## config.mk

```make
export PLATFORM = sky130hd
export DESIGN_NAME = addressGen
export DESIGN_NICKNAME = d
export VERILOG_FILES = /design/src/logic/loadStorePkg.sv /design/src/logic/addressGen.sv
export SDC_FILE = /design/constraint.sdc
export NUM_CORES = 1
export LEC_CHECK = 0
export BUFFER_PORTS_ARGS = -buffer_cell sky130_fd_sc_hd__clkbuf_2
export CORE_MARGIN = 8
export CORE_UTILIZATION = 40
export DETAILED_ROUTE_END_ITERATION = 12
export GPL_TIMING_DRIVEN = 0
export MAX_ROUTING_LAYER = met4
export PLACE_DENSITY = 0.69
export SYNTH_ARGS = -nofsm -noshare
export SYNTH_HDL_FRONTEND = slang
export SYNTH_SLANG_ARGS = --single-unit
```

## constraint.sdc

```tcl
create_clock -name Clock -period 6.51 [get_ports Clock]
set_input_delay 1.302 -clock Clock [delete_from_list [all_inputs] [get_ports Clock]]
set_output_delay 1.302 -clock Clock [all_outputs]
set_load 0.1 [all_outputs]
```

## src/logic/loadStorePkg.sv

```systemverilog
package loadStorePkg;

    // One register or memory word
    typedef logic [31:0] dataWord;

    // Register number, sixteen registers
    typedef logic [3:0] regIndex;

    // Constant field C of the instruction
    typedef logic signed [18:0] displacement;

    typedef enum logic [4:0] {
        opLoad    = 5'd0,   // ld  ra, C(rb)
        opLoadImm = 5'd1,   // ldi ra, C(rb)
        opStore   = 5'd2    // st  C(rb), ra
    } opcode;

    typedef enum logic [2:0] {
        stIdle,
        stAddress,      // Base plus displacement
        stMemory,       // Read or write issued
        stWriteback,    // Register write, record offered
        stRetire        // Record held under back-pressure
    } seqState;

    // Field order matches the instruction word, op in the top bits
    typedef struct packed {
        opcode       op;
        regIndex     ra;
        regIndex     rb;
        displacement c;
    } instruction;

    typedef struct packed {
        logic    enable;
        regIndex index;
        dataWord value;
    } regWrite;

    typedef struct packed {
        logic    enable;
        logic    write;     // High for a store, low for a read
        dataWord address;   // Full address, memory decodes the low bits
        dataWord data;
    } memAccess;

    typedef struct packed {
        opcode   op;
        regIndex ra;
        dataWord address;   // Effective address
        dataWord value;     // Loaded word, address for ldi, stored word for st
    } retireRecord;

endpackage

```

## src/logic/addressGen.sv

```systemverilog
`timescale 1ns/1ps

module addressGen (
    input  logic                      Clock,
    input  logic                      rst,
    input  logic                      capture,
    input  loadStorePkg::dataWord     baseValue,
    input  loadStorePkg::displacement offset,
    output loadStorePkg::dataWord     effAddress
);
    import loadStorePkg::*;

    localparam int ExtendBits = $bits(dataWord) - $bits(displacement);

    dataWord extended;
    dataWord sum;

    // Sign extension of C to a full word
    assign extended = {{ExtendBits{offset[$bits(displacement)-1]}}, offset};

    // Wraps modulo 2**32
    assign sum = baseValue + extended;

    // Stands in for the Y, Z and MAR register chain
    always_ff @(posedge Clock) begin
        if (rst) begin
            effAddress <= '0;
        end else if (capture) begin
            effAddress <= sum;
        end
    end

endmodule

```

==> flow_metrics.py <==
metrics = {
    "status": {
        "outcome": "finished, final reports clean",
    },
    "sta": {
        "fin_hold_ws_ps": 457.6,
        "fmax_ghz": 0.2622,
        "timing.final.crit_share": 0.5859,
        "fin_tns_setup_ps": 0,
        "drv_slew": 0,
        "fin_skew_ps": 0,
        "worstMarginPinSlew_ps": 934.2,
        "slew_headroom": 0.3749,
        "hold_viol": 0,
        "rsz0062_at_grt": "no",
        "setup_violations": 0,
        "period_needed_ps": 3814,
    },
    "floorplan": {
        "die_w_um": 101.9,
        "die_area_sq_um": 10390,
        "io_pins": 86,
        "start_util": 0.4093,
        "num_rows": 31,
        "die_y_um": 101.9,
        "fp.coreArea_sq_um": 7214,
    },
    "place": {
        "port_buffers": 84,
        "placed_area_sq_um": 3497,
        "dp_hpwl_um": 7285,
        "place.gp.congestion": 0.8814,
        "dp_cells": 561,
    },
    "synth": {
        "syn_area_sq_um": 2953,
        "synthArstFlopShare": 0,
        "synth-edff-count": 0,
        "synth_nets": 464,
        "synth_top_area_share": 0.2169,
        "synth_seq_cells": 32,
        "synth-seq-area-share": 0.2169,
        "ys_warn_count": 0,
        "syn-mean-instance-area_sq_um": 7.812,
        "netlist_top_cells_area": "dfxtp_1, ha_1, a21oi_1",
        "synth_top_cell_by_area": "dfxtp_1",
        "yosys.cell_types.count": 54,
        "postSynthCellCount": 378,
        "ys.flop_type": "dfxtp_1",
    },
    "grt": {
        "track_usage": 0.1845,
        "grt_max_degree": 15,
        "antenna_found_initial": 0,
        "grt_pass1_vias": 3138,
        "grt_pass1_wl_um": 15070,
        "globalRouteOverflowTotal": 0,
    },
    "layout": {
        "postLayoutCoreUtil": 0.4976,
        "antennaDiodeCount": 0,
        "largest_register": "effAddress",
        "area_growth_syn_to_layout_pct": 21.57,
        "largest_register_ffs": 32,
        "fin_area_sq_um": 3590,
        "top_regs": "effAddress: 32 flops",
        "fin_cells": 569,
        "layout.nets": 555,
        "drive_gt1_frac": 0.2340,
    },
    "min_path": {
        "hp-start": "effAddress[19]",
        "holdCritPathClass": "flip-flop to flip-flop",
        "holdPathEnd": "effAddress[19]",
        "hold_depth": 2,
    },
    "clock_network": {
        "clock_latency_ps": 290,
        "path_clk_slew_ps": 80,
        "numClockSinks": 32,
        "cts_tree": "built",
        "root_buffer": "clkbuf_8",
        "cts_resized": 0,
        "numCtsBuffers": 5,
        "htree_levels": 2,
        "cts_hold_buf": 0,
        "postCtsSetupBuffers": 0,
        "clockBufferDepth": 2,
    },
    "worst_setup_path": {
        "crit_path_end_kind": "flip-flop",
        "rr_startpoint": "effAddress[28]",
        "crit_path_max_fanout": 14,
        "critical_path_class": "input port to flip-flop",
        "arrival_ps": 3980,
        "cpPeakStageDelay_ps": 530,
        "critPathRequiredTime_ps": 6680,
        "rr_endpoint": "effAddress[28]",
        "r2r_slack_ps": 5550,
        "worstPathCellList": "clkbuf_2 -> ha_1 -> clkbuf_1 -> a21oi_1 -> o21ai_0 -> a2111oi_0 -> o21ai_0 -> a31oi_1 -> mux2i_1 -> a21oi_1",
        "slowest_stage": "a2111oi_0",
        "worstRegToRegCells": 3,
        "start_kind": "input port",
    },
    "power_and_ir_drop": {
        "power_per_cell_area_nw_per_um2": 229.8,
        "leakage_uw": 0.001666,
        "vdd.ir_drop.worst_uv": 125.0,
    },
    "drt": {
        "vias": 3149,
        "ant_nets": 0,
        "wl_um": 9171,
        "vias_per_cell": 5.534,
        "drc": 0,
        "wl_per_cell_um": 16.12,
        "drt-initial-drc-count": 142,
        "dr.pass1.iters": 4,
    },
    "flow_run": {
        "cap_violations": 0,
    },
}
-- through the flow --
step,setup WS (ps),power [uW]
final,2696,825.1
after global routing,2555,873.4
after CTS,2775,829.3
after detailed placement,2468,660.0
after global placement,2499,657.5
after floorplan,2955,570.8
-- power breakdown --
group	internal, uW	switching (uW)	leakage [uW]	total (uW)
clock network	75.8	89.8	0.0000404	166
registers	218	12.4	0.000264	230
logic	115	314	0.00136	429
-- area by class of cell --
class / instances / area [sq um]
fillers: 766 / 3625
clock buffers: 5 / 68.82
repair buffers: 84 / 420.4
clock inverters: 3 / 23.77
well taps: 99 / 123.9
multi-input cells: 320 / 2207
flip-flops and latches: 32 / 640.6
inverters: 5 / 18.77
plain buffers: 21 / 86.33
-- cell usage after synthesis, types with 4 or more instances --
library cell / count
o22ai_1: 4
a31oi_1: 6
ha_1: 31
nand2b_1: 10
buf_2: 5
a21oi_1: 42
o21a_1: 6
o21ai_0: 25
clkbuf_1: 15
nor2b_1: 6
and3_1: 4
nor2_1: 31
a21o_1: 12
xnor2_1: 9
dfxtp_1: 32
nand3_1: 12
xor2_1: 12
inv_1: 5
nand4_1: 9
mux2i_1: 12
nand2_1: 31
a31o_2: 4
o21bai_1: 7
-- metal layers --
| metal | track usage | part of all wire |
|---|---|---|
| met5 | - | 0 |
| met4 | 0.05756 | 0.018 |
| met3 | 0.02520 | 0.054 |
| met2 | 0.2822 | 0.44 |
| met1 | 0.2454 | 0.49 |
-- cells by family (layout without fill, tap and decap cells) --
group,Yosys count,in the layout,share of synthesized area
AND/OR/NAND/NOR,126,126,0.2182
XOR/XNOR,21,21,0.06229
AO/OA/AOI/OAI,128,128,0.2843
flip-flops,32,32,0.2169
buffers and inverters,26,118,0.03559
multiplexers,13,13,0.04449
adder cells (fa/ha/maj),32,32,0.1381
-- how the worst max path moves through the flow --
stage               start  cells after the start  slack (ps)        endpoint
6_report       offset[18]                     10        2700  effAddress[31]
5_1_grt        offset[18]                     10        2560  effAddress[31]
4_1_cts        offset[18]                     10        2770  effAddress[31]
3_5_place_dp   offset[18]                     10        2470  effAddress[31]
3_3_place_gp   offset[18]                     10        2500  effAddress[31]
2_1_floorplan   offset[0]                      9        2960  effAddress[28]
-- cells in the final DEF, fill, tap and decap left out, drive strengths merged, types with 10 or more instances in the layout --
master and n:
a21oi 42, nor2 32, xor2 12, nand2b 10, mux2i 12, ha 31
o21ai 25, dfxtp 32, clkbuf 105, a21o 13, nand2 31, nand3 12
-- worst max-delay path: cells and delay by family --
family | cells | cell delay, ps
AOI/OAI and AO/OA | 6 | 1620
muxes | 1 | 220
adders and majority gates | 1 | 370
buffers and inverters | 2 | 470
Note: power is estimated with default switching activity, not from simulation.
