==> src/logic/loadStorePkg.sv <==
package loadStorePkg;

    // One register or memory word
    typedef logic [31:0] dataWord;

    // Register number, sixteen registers
    typedef logic [3:0] regIndex;

    // Constant field C of the instruction
    typedef logic signed [18:0] displacement;

    typedef enum logic [4:0] {
        opLoad    = 5'd0,   // ld  ra, C(rb)
        opLoadImm = 5'd1,   // ldi ra, C(rb)
        opStore   = 5'd2    // st  C(rb), ra
    } opcode;

    typedef enum logic [2:0] {
        stIdle,
        stAddress,      // Base plus displacement
        stMemory,       // Read or write issued
        stWriteback,    // Register write, record offered
        stRetire        // Record held under back-pressure
    } seqState;

    // Field order matches the instruction word, op in the top bits
    typedef struct packed {
        opcode       op;
        regIndex     ra;
        regIndex     rb;
        displacement c;
    } instruction;

    typedef struct packed {
        logic    enable;
        regIndex index;
        dataWord value;
    } regWrite;

    typedef struct packed {
        logic    enable;
        logic    write;     // High for a store, low for a read
        dataWord address;   // Full address, memory decodes the low bits
        dataWord data;
    } memAccess;

    typedef struct packed {
        opcode   op;
        regIndex ra;
        dataWord address;   // Effective address
        dataWord value;     // Loaded word, address for ldi, stored word for st
    } retireRecord;

endpackage

==> src/logic/sequencer.sv <==
`timescale 1ns/1ps

module sequencer (
    input  logic                      Clock,
    input  logic                      rst,
    input  logic                      instrValid,
    output logic                      instrReady,
    input  loadStorePkg::instruction  instr,
    output logic                      retireValid,
    input  logic                      retireReady,
    output loadStorePkg::retireRecord retire,
    output loadStorePkg::regIndex     baseIndex,
    output loadStorePkg::regIndex     dataIndex,
    output loadStorePkg::displacement offset,
    output logic                      capture,
    input  loadStorePkg::dataWord     effAddress,
    input  loadStorePkg::dataWord     storeValue,
    input  loadStorePkg::dataWord     readData,
    output loadStorePkg::memAccess    access,
    output loadStorePkg::regWrite     write
);
    import loadStorePkg::*;

    seqState    state;
    seqState    nextState;
    instruction held;           // Instruction in flight
    dataWord    storeData;      // Word sent to memory by st
    dataWord    resultValue;
    logic       accepted;
    logic       retired;

    assign accepted    = instrValid && instrReady;
    assign retired     = retireValid && retireReady;
    assign instrReady  = (state == stIdle);
    assign retireValid = (state == stWriteback) || (state == stRetire);

    always_ff @(posedge Clock) begin
        if (rst) begin
            state <= stIdle;
        end else begin
            state <= nextState;
        end
    end

    always_comb begin
        nextState = state;
        case (state)
            stIdle: begin
                if (accepted) begin
                    nextState = stAddress;
                end
            end
            stAddress: begin
                // ldi needs no memory access
                if (held.op == opLoadImm) begin
                    nextState = stWriteback;
                end else begin
                    nextState = stMemory;
                end
            end
            stMemory: begin
                nextState = stWriteback;
            end
            stWriteback, stRetire: begin
                if (retired) begin
                    nextState = stIdle;
                end else begin
                    nextState = stRetire;
                end
            end
            default: begin
                nextState = stIdle;
            end
        endcase
    end

    always_ff @(posedge Clock) begin
        if (accepted) begin
            held <= instr;
        end
        if (state == stMemory && held.op == opStore) begin
            storeData <= storeValue;    // Latched with the write
        end
    end

    // Register file reads and address add run side by side
    assign baseIndex = held.rb;
    assign dataIndex = held.ra;
    assign offset    = held.c;
    assign capture   = (state == stAddress);

    always_comb begin
        access.enable  = (state == stMemory);
        access.write   = (state == stMemory) && (held.op == opStore);
        access.address = effAddress;
        access.data    = storeValue;
    end

    always_comb begin
        case (held.op)
            opLoad:  resultValue = readData;
            opStore: resultValue = storeData;
            default: resultValue = effAddress;
        endcase
    end

    // Single write, on the edge that leaves stWriteback
    always_comb begin
        write.enable = (state == stWriteback) && (held.op != opStore);
        write.index  = held.ra;
        write.value  = resultValue;
    end

    always_comb begin
        retire.op      = held.op;
        retire.ra      = held.ra;
        retire.address = effAddress;
        retire.value   = resultValue;
    end

    legalOpcode: assert property (
        @(posedge Clock) disable iff (rst)
        accepted |-> (instr.op inside {opLoad, opLoadImm, opStore})
    ) else $error("illegal opcode %0d accepted", instr.op);

    // Record must not move while the consumer stalls
    retireHeld: assert property (
        @(posedge Clock) disable iff (rst)
        (retireValid && !retireReady) |=> (retireValid && $stable(retire))
    ) else $error("retire record changed under back-pressure");

endmodule

==> config.mk <==
export PLATFORM = sky130hd
export DESIGN_NAME = sequencer
export DESIGN_NICKNAME = d
export VERILOG_FILES = /design/src/logic/loadStorePkg.sv /design/src/logic/sequencer.sv
export SDC_FILE = /design/constraint.sdc
export NUM_CORES = 1
export LEC_CHECK = 0
export BUFFER_PORTS_ARGS = -buffer_cell sky130_fd_sc_hd__buf_4
export CORE_AREA = 2 2 132 134
export CTS_CLUSTER_SIZE = 30
export DETAILED_ROUTE_END_ITERATION = 10
export DIE_AREA = 0 0 134 136
export HOLD_SLACK_MARGIN = 0.06
export MAX_ROUTING_LAYER = met4
export PLACE_DENSITY = 0.59
export SLEW_MARGIN = 20
export SYNTH_ARGS = -nofsm -noshare
export SYNTH_HDL_FRONTEND = slang
export SYNTH_SLANG_ARGS = --single-unit
==> constraint.sdc <==
create_clock -name Clock -period 6.7 [get_ports Clock]
set_clock_uncertainty 0.2 [all_clocks]
set_input_delay 1.005 -clock Clock [delete_from_list [all_inputs] [get_ports Clock]]
set_output_delay 1.005 -clock Clock [all_outputs]
set_load 0.005 [all_outputs]
==> flow_summary.yaml, run 1 <==
clocking:
  clk_pin_slew_worst_paths_ps: 60
  clk_latency_ps: 330
  cts_sinks: 67
  htreeDepth: 3
  cts_made_buffers: 9
  clockBufferDepth: 2
  ctsHoldBuffers: 0
  post_cts_buffers: 0
  cts-root-buf: "clkbuf_16"
  post_cts_resized: 0
  cts_tree: "built"
worst_setup_path:
  slowest_stage: "buf_4"
  cp_slowest_stage_delay_ps: 600
  critPathRequiredTime_ps: 5490
  critPathLaunchType: "register"
  crit_fanout: 66
  cpMostUsedCell: "buf_4"
  critical_path_class: "register to output port"
  cp.arrival_ps: 2310
  cp-end-kind: "output port"
  crit_chain: "nor4_4 > buf_4 > nor2_1 > a21oi_1 > buf_4"
sta:
  final.setup.tns_ps: 0
  worst_slack_ps: 3180
  fmax_mhz: 284
  period_needed_ps: 3520
  rsz0062_at_grt: "no"
  hold_viol: 0
  setup_viol: 0
  worstMarginPinSlew_ps: 698
  fin_crit_sh_pct: 52.5
  finalMaxSlewViolations: 0
  relSlewSlack_pct: 53.5
grt:
  grt_max_degree: 67
  grt_pass1_wl_um: 16300
  grt_usage_pct: 12.4
  grt_pass1_vias: 2947
  antenna_found_initial: 0
  grt_overflow: 0
yosys:
  synth_nets: 462
  synth.distinct_cells: 20
  synthFlopType: "edfxtp_1"
  synth.most_common_cell: "buf_4"
  synth_edf_count: 64
  avgSynthCellArea_um2: 11.7
  synth_warnings: 0
  synth_seq_cells: 67
  synthArstFlopShare_pct: 0
  yosysTopAreaCellShare_pct: 49.9
  synthTopCellsByCount: "buf_4, edfxtp_1, nor2_1"
  synth.area.top_cells: "edfxtp_1, buf_4, mux2i_1"
  synthCells: 330
  synth_area_um2: 3850
  yosysSeqAreaShare_pct: 51.5
  synth_largest_area_cell: "edfxtp_1"
floorplan:
  start_util_pct: 22.8
  fp.coreArea_um2: 16900
  dieWidth_um: 134
  die_h_um: 136
  rows: 48
  die_area_um2: 18200
  num_io_pins: 338
detailed_routing:
  drc_errors: 0
  dr_total_vias: 3033
  post_drt_via_cell_ratio: 3.98
  drt-wirelength-per-cell_um: 15.6
  drt_iter0_markers: 76
  drt-pass1-iter-count: 4
  ant_nets: 0
  routed_wl_um: 11900
hold_path:
  min_path_type: "register to register"
finish:
  fin_cells: 763
  area_growth_syn_to_layout_pct: 52.8
  nets: 665
  fin_util_pct: 34.9
  antenna-diode-count: 0
  layout-drive-gt1-share_pct: 67.8
run:
  cap_violations: 0
power:
  ir_worst_vdd_uv: 136
  p_leak_nw: 2.74
  total_power_w: 0.00127
  p_per_area_nw_per_um2: 216
placement:
  dp_slack_ps: 3510
  place.gp.congestion: 0.822
  placedCellCount: 747
  port-buffer-count: 337
  dp_hpwl_um: 9710
run_status:
  outcome: "complete, no violations"
## state kept, by name (all words and copies together), names as in the netlist
signal,cells
offset,19
state,3
dataIndex,4
retire,5
storeData,32
baseIndex,4
## path summary, 6_finish.rpt
| check | end | start | cells after the start | slack, ps |
|---|---|---|---|---|
| worst max register to register | storeData[5] | retire[72] | 4 | 4050 |
| worst min register to register | state[1] | state[2] | 1 | 340 |
| worst min-delay path | state[1] | state[2] | 1 | 340 |
| worst max-delay path | retire[4] | retire[72] | 5 | 3180 |
## where the power goes
group	switching, W	leakage, nW	internal, W
logic	0.000117	1.98	0.000176
clock network	0.000176	0.143	0.000298
registers	0.0000173	0.616	0.000488
## critical path: cells and delay by family (launching register included)
kind | cells | cell delay (ps)
AO/OA/AOI/OAI | 1 | 300
AND/OR/NAND/NOR | 2 | 420
flip-flops | 1 | 460
buffers and inverters | 2 | 780
## through the flow
step	hold WS (ps)	area (um2)
finish	340	5880
global route	373	5880
CTS	340	5880
detailed placement	345	5590
global placement	323	5590
floorplan	295	3850
## cells by family (layout without fill, tap and decap cells)
| logic type | count (synthesis) | after routing | synth area share (%) |
|---|---|---|---|
| flops | 67 | 67 | 51.5 |
| simple gates | 46 | 46 | 5.65 |
| mux | 32 | 32 | 8.32 |
| buf+inv | 149 | 357 | 28.8 |
| xor+xnor | 1 | 1 | 0.227 |
| compound gates | 35 | 35 | 5.56 |
## layer usage
metal | part of all wire [%] | routed length, um | GRT usage [%]
met5 | 0 | 0 | -
met4 | 1.5 | 174 | 4.67
met3 | 8.9 | 1050 | 4.25
met2 | 51 | 6060 | 21.2
met1 | 39 | 4600 | 13.5
## cells in the final DEF (no fill, tap or decap), types with 2 or more instances in the layout
cell type and count:
a21oi_2 8, mux2i_1 32, buf_4 341, dfxtp_1 3, nor3_1 4, clkbuf_1 2
clkbuf_16 9, nor3b_1 3, edfxtp_1 64, a21oi_1 24, nor2_1 34
## final cells by class
type / instances / area, um2
Fill cell: 1675 / 11000
Timing Repair Buffer: 341 / 2560
Sequential cell: 67 / 1980
Multi-Input combinational cell: 114 / 762
Tap cell: 225 / 282
Clock buffer: 12 / 246
Clock inverter: 4 / 51.3
(Power assumes the default switching activity.)
==> run 2: changes to the inputs <==
CORE_AREA = 2 2 131 133   (was 2 2 132 134)
DIE_AREA = 0 0 133 135   (was 0 0 134 136)
PLACE_DENSITY = 0.6   (was 0.59)
clock period = 3.3 ns   (was 6.7 ns; I/O delays follow)
==> run 2 against run 1 <==
Against the previous run: combinational power up 110%; critical path depth unchanged; routed wire length decreased by 0.34%; core utilization rose by 0.98 points; sequential power grew 100%; power is 96% higher; register-to-register slack worse by 3100 ps; hold slack got worse by 210 ps; clock power is 84% higher; largest cell class unchanged; highest routed layer unchanged.
==> flow_summary.yaml, run 2 (synthesis results as in run 1) <==
run_status:
  outcome: "complete, no violations"
finish:
  area_growth_syn_to_layout_pct: 52.7
  layout_common_cells: "buf_4, edfxtp_1, nor2_1, mux2i_1, a21oi_1"
  largest_register_ffs: 32
  seqCellArea_um2: 1980
  layout-drive-gt1-share_pct: 68.0
  multi_input_area_um2: 762
  regMostFlops: "storeData"
  final_area_um2: 5880
  antenna-diode-count: 0
  num-fill-cells: 1633
  nets: 667
  final_common_cell: "buf_4"
sta:
  worstMarginPinSlew_ps: 444
  relSlewSlack_pct: 70.4
  fmax_mhz: 370
  final.setup.tns_ps: 0
  hold_viol: 0
  rsz0062_at_grt: "no"
  setup_viol: 0
  worst_slack_ps: 594
  period_needed_ps: 2710
  finalMaxSlewViolations: 0
  fin_crit_sh_pct: 82.0
worst_setup_path:
  critPathLaunchType: "register"
  path_delay_family: "buffers and inverters"
  critical_path_class: "register to output port"
  worstRegToRegCells: 4
  cp_num_cells: 5
  cp_slowest_stage_delay_ps: 430
  critPathRequiredTime_ps: 2600
  cp.buffers_inverters: 2
  slowest_stage: "edfxtp_1"
  cp-end-kind: "output port"
  cp.arrival_ps: 2010
  crit_chain: "nor4_4 > buf_12 > nor2_1 > a21oi_1 > buf_4"
  crit_fanout: 66
floorplan:
  dieWidth_um: 133
  fp.coreArea_um2: 16400
  rows: 47
  num_io_pins: 338
  start_util_pct: 23.5
  die_area_um2: 18000
  die_h_um: 135
clocking:
  post_cts_buffers: 0
  clockBufferDepth: 2
  cts_tree: "built"
  htreeDepth: 3
  clk_pin_slew_worst_paths_ps: 50
  cts_made_buffers: 9
  ctsHoldBuffers: 0
  cts-root-buf: "clkbuf_16"
  post_cts_resized: 0
  cts_sinks: 67
  clk_latency_ps: 320
placement:
  dp_slack_ps: 955
  place.gp.congestion: 0.909
  port-buffer-count: 337
  dp_hpwl_um: 9720
  postPlaceCellArea_um2: 5610
detailed_routing:
  dr_total_vias: 3028
  ant_nets: 0
  drt_iter0_markers: 106
  drc_errors: 0
  post_drt_via_cell_ratio: 3.98
  drt-wirelength-per-cell_um: 15.6
  drt-pass1-iter-count: 6
  routed_wl_um: 11900
power:
  total_power_w: 0.00250
  ir_worst_vdd_uv: 345
  p_per_area_nw_per_um2: 425
  p_leak_nw: 2.75
grt:
  antenna_found_initial: 0
  grt_overflow: 0
  grt_usage_pct: 12.6
  grt_pass1_wl_um: 16700
  grt_pass1_vias: 3054
  grt_max_degree: 67
hold_path:
  hold_depth: 2
  min_path_type: "input port to register"
run:
  cap_violations: 0
==> run 2: changes by cell type in the layout (fill, tap and decap cells not counted), sizes merged <==
| cell | delta |
|---|---|
| clkinvlp | -1 |
| bufinv | -1 |
| clkinv | +2 |
| buf | +2 |
==> run 2: final timing paths <==
check	startpoint	end	slack [ps]
min	retireReady	state[2]	130
max reg2reg	retire[72]	storeData[3]	990
max	retire[72]	write[3]	590
min reg2reg	state[2]	state[1]	340
==> run 2: layout make-up <==
class / count / area share (%)
tap: 220 / 4.68
clock inverter: 4 / 0.468
sequential: 67 / 33.7
clock buffer: 12 / 4.19
multi-input combinational: 114 / 13.0
timing repair buffer: 343 / 44.0
==> run 2: layer usage <==
metal  track usage [%]  vias to the layer above  part of all wire, %  wire length (um)
met2              21.4                      186                   51              6070
met3              4.50                       16                  9.1              1080
met1              13.6                     1410                   37              4430
met5                 -                        -                    0                 0
li1                  -                     1416                    -                 -
met4              5.02                        0                  2.2               266
==> run 2: metrics by stage <==
step | utilization (%) | cells | hold WS (ps)
3_3_place_gp | 34.2 | 744 | 315
3_5_place_dp | 34.2 | 744 | 335
6_report | 35.8 | 760 | 126
4_1_cts | 35.8 | 760 | 103
5_1_grt | 35.8 | 760 | 113
2_1_floorplan | - | 330 | 295
==> run 2: worst reg2reg max path, stage by stage, from the launching register on <==
cell and delay (ps):
edfxtp_1 430, nor4_4 340, buf_12 320, and3_2 250
buf_4 400
==> run 2: where the power goes <==
group	leakage (nW)	switching [W]	total (W)	internal (W)
sequential	0.616	0.0000276	0.00102	0.000992
combinational	2.00	0.000248	0.000611	0.000363
clock	0.137	0.000341	0.000870	0.000529
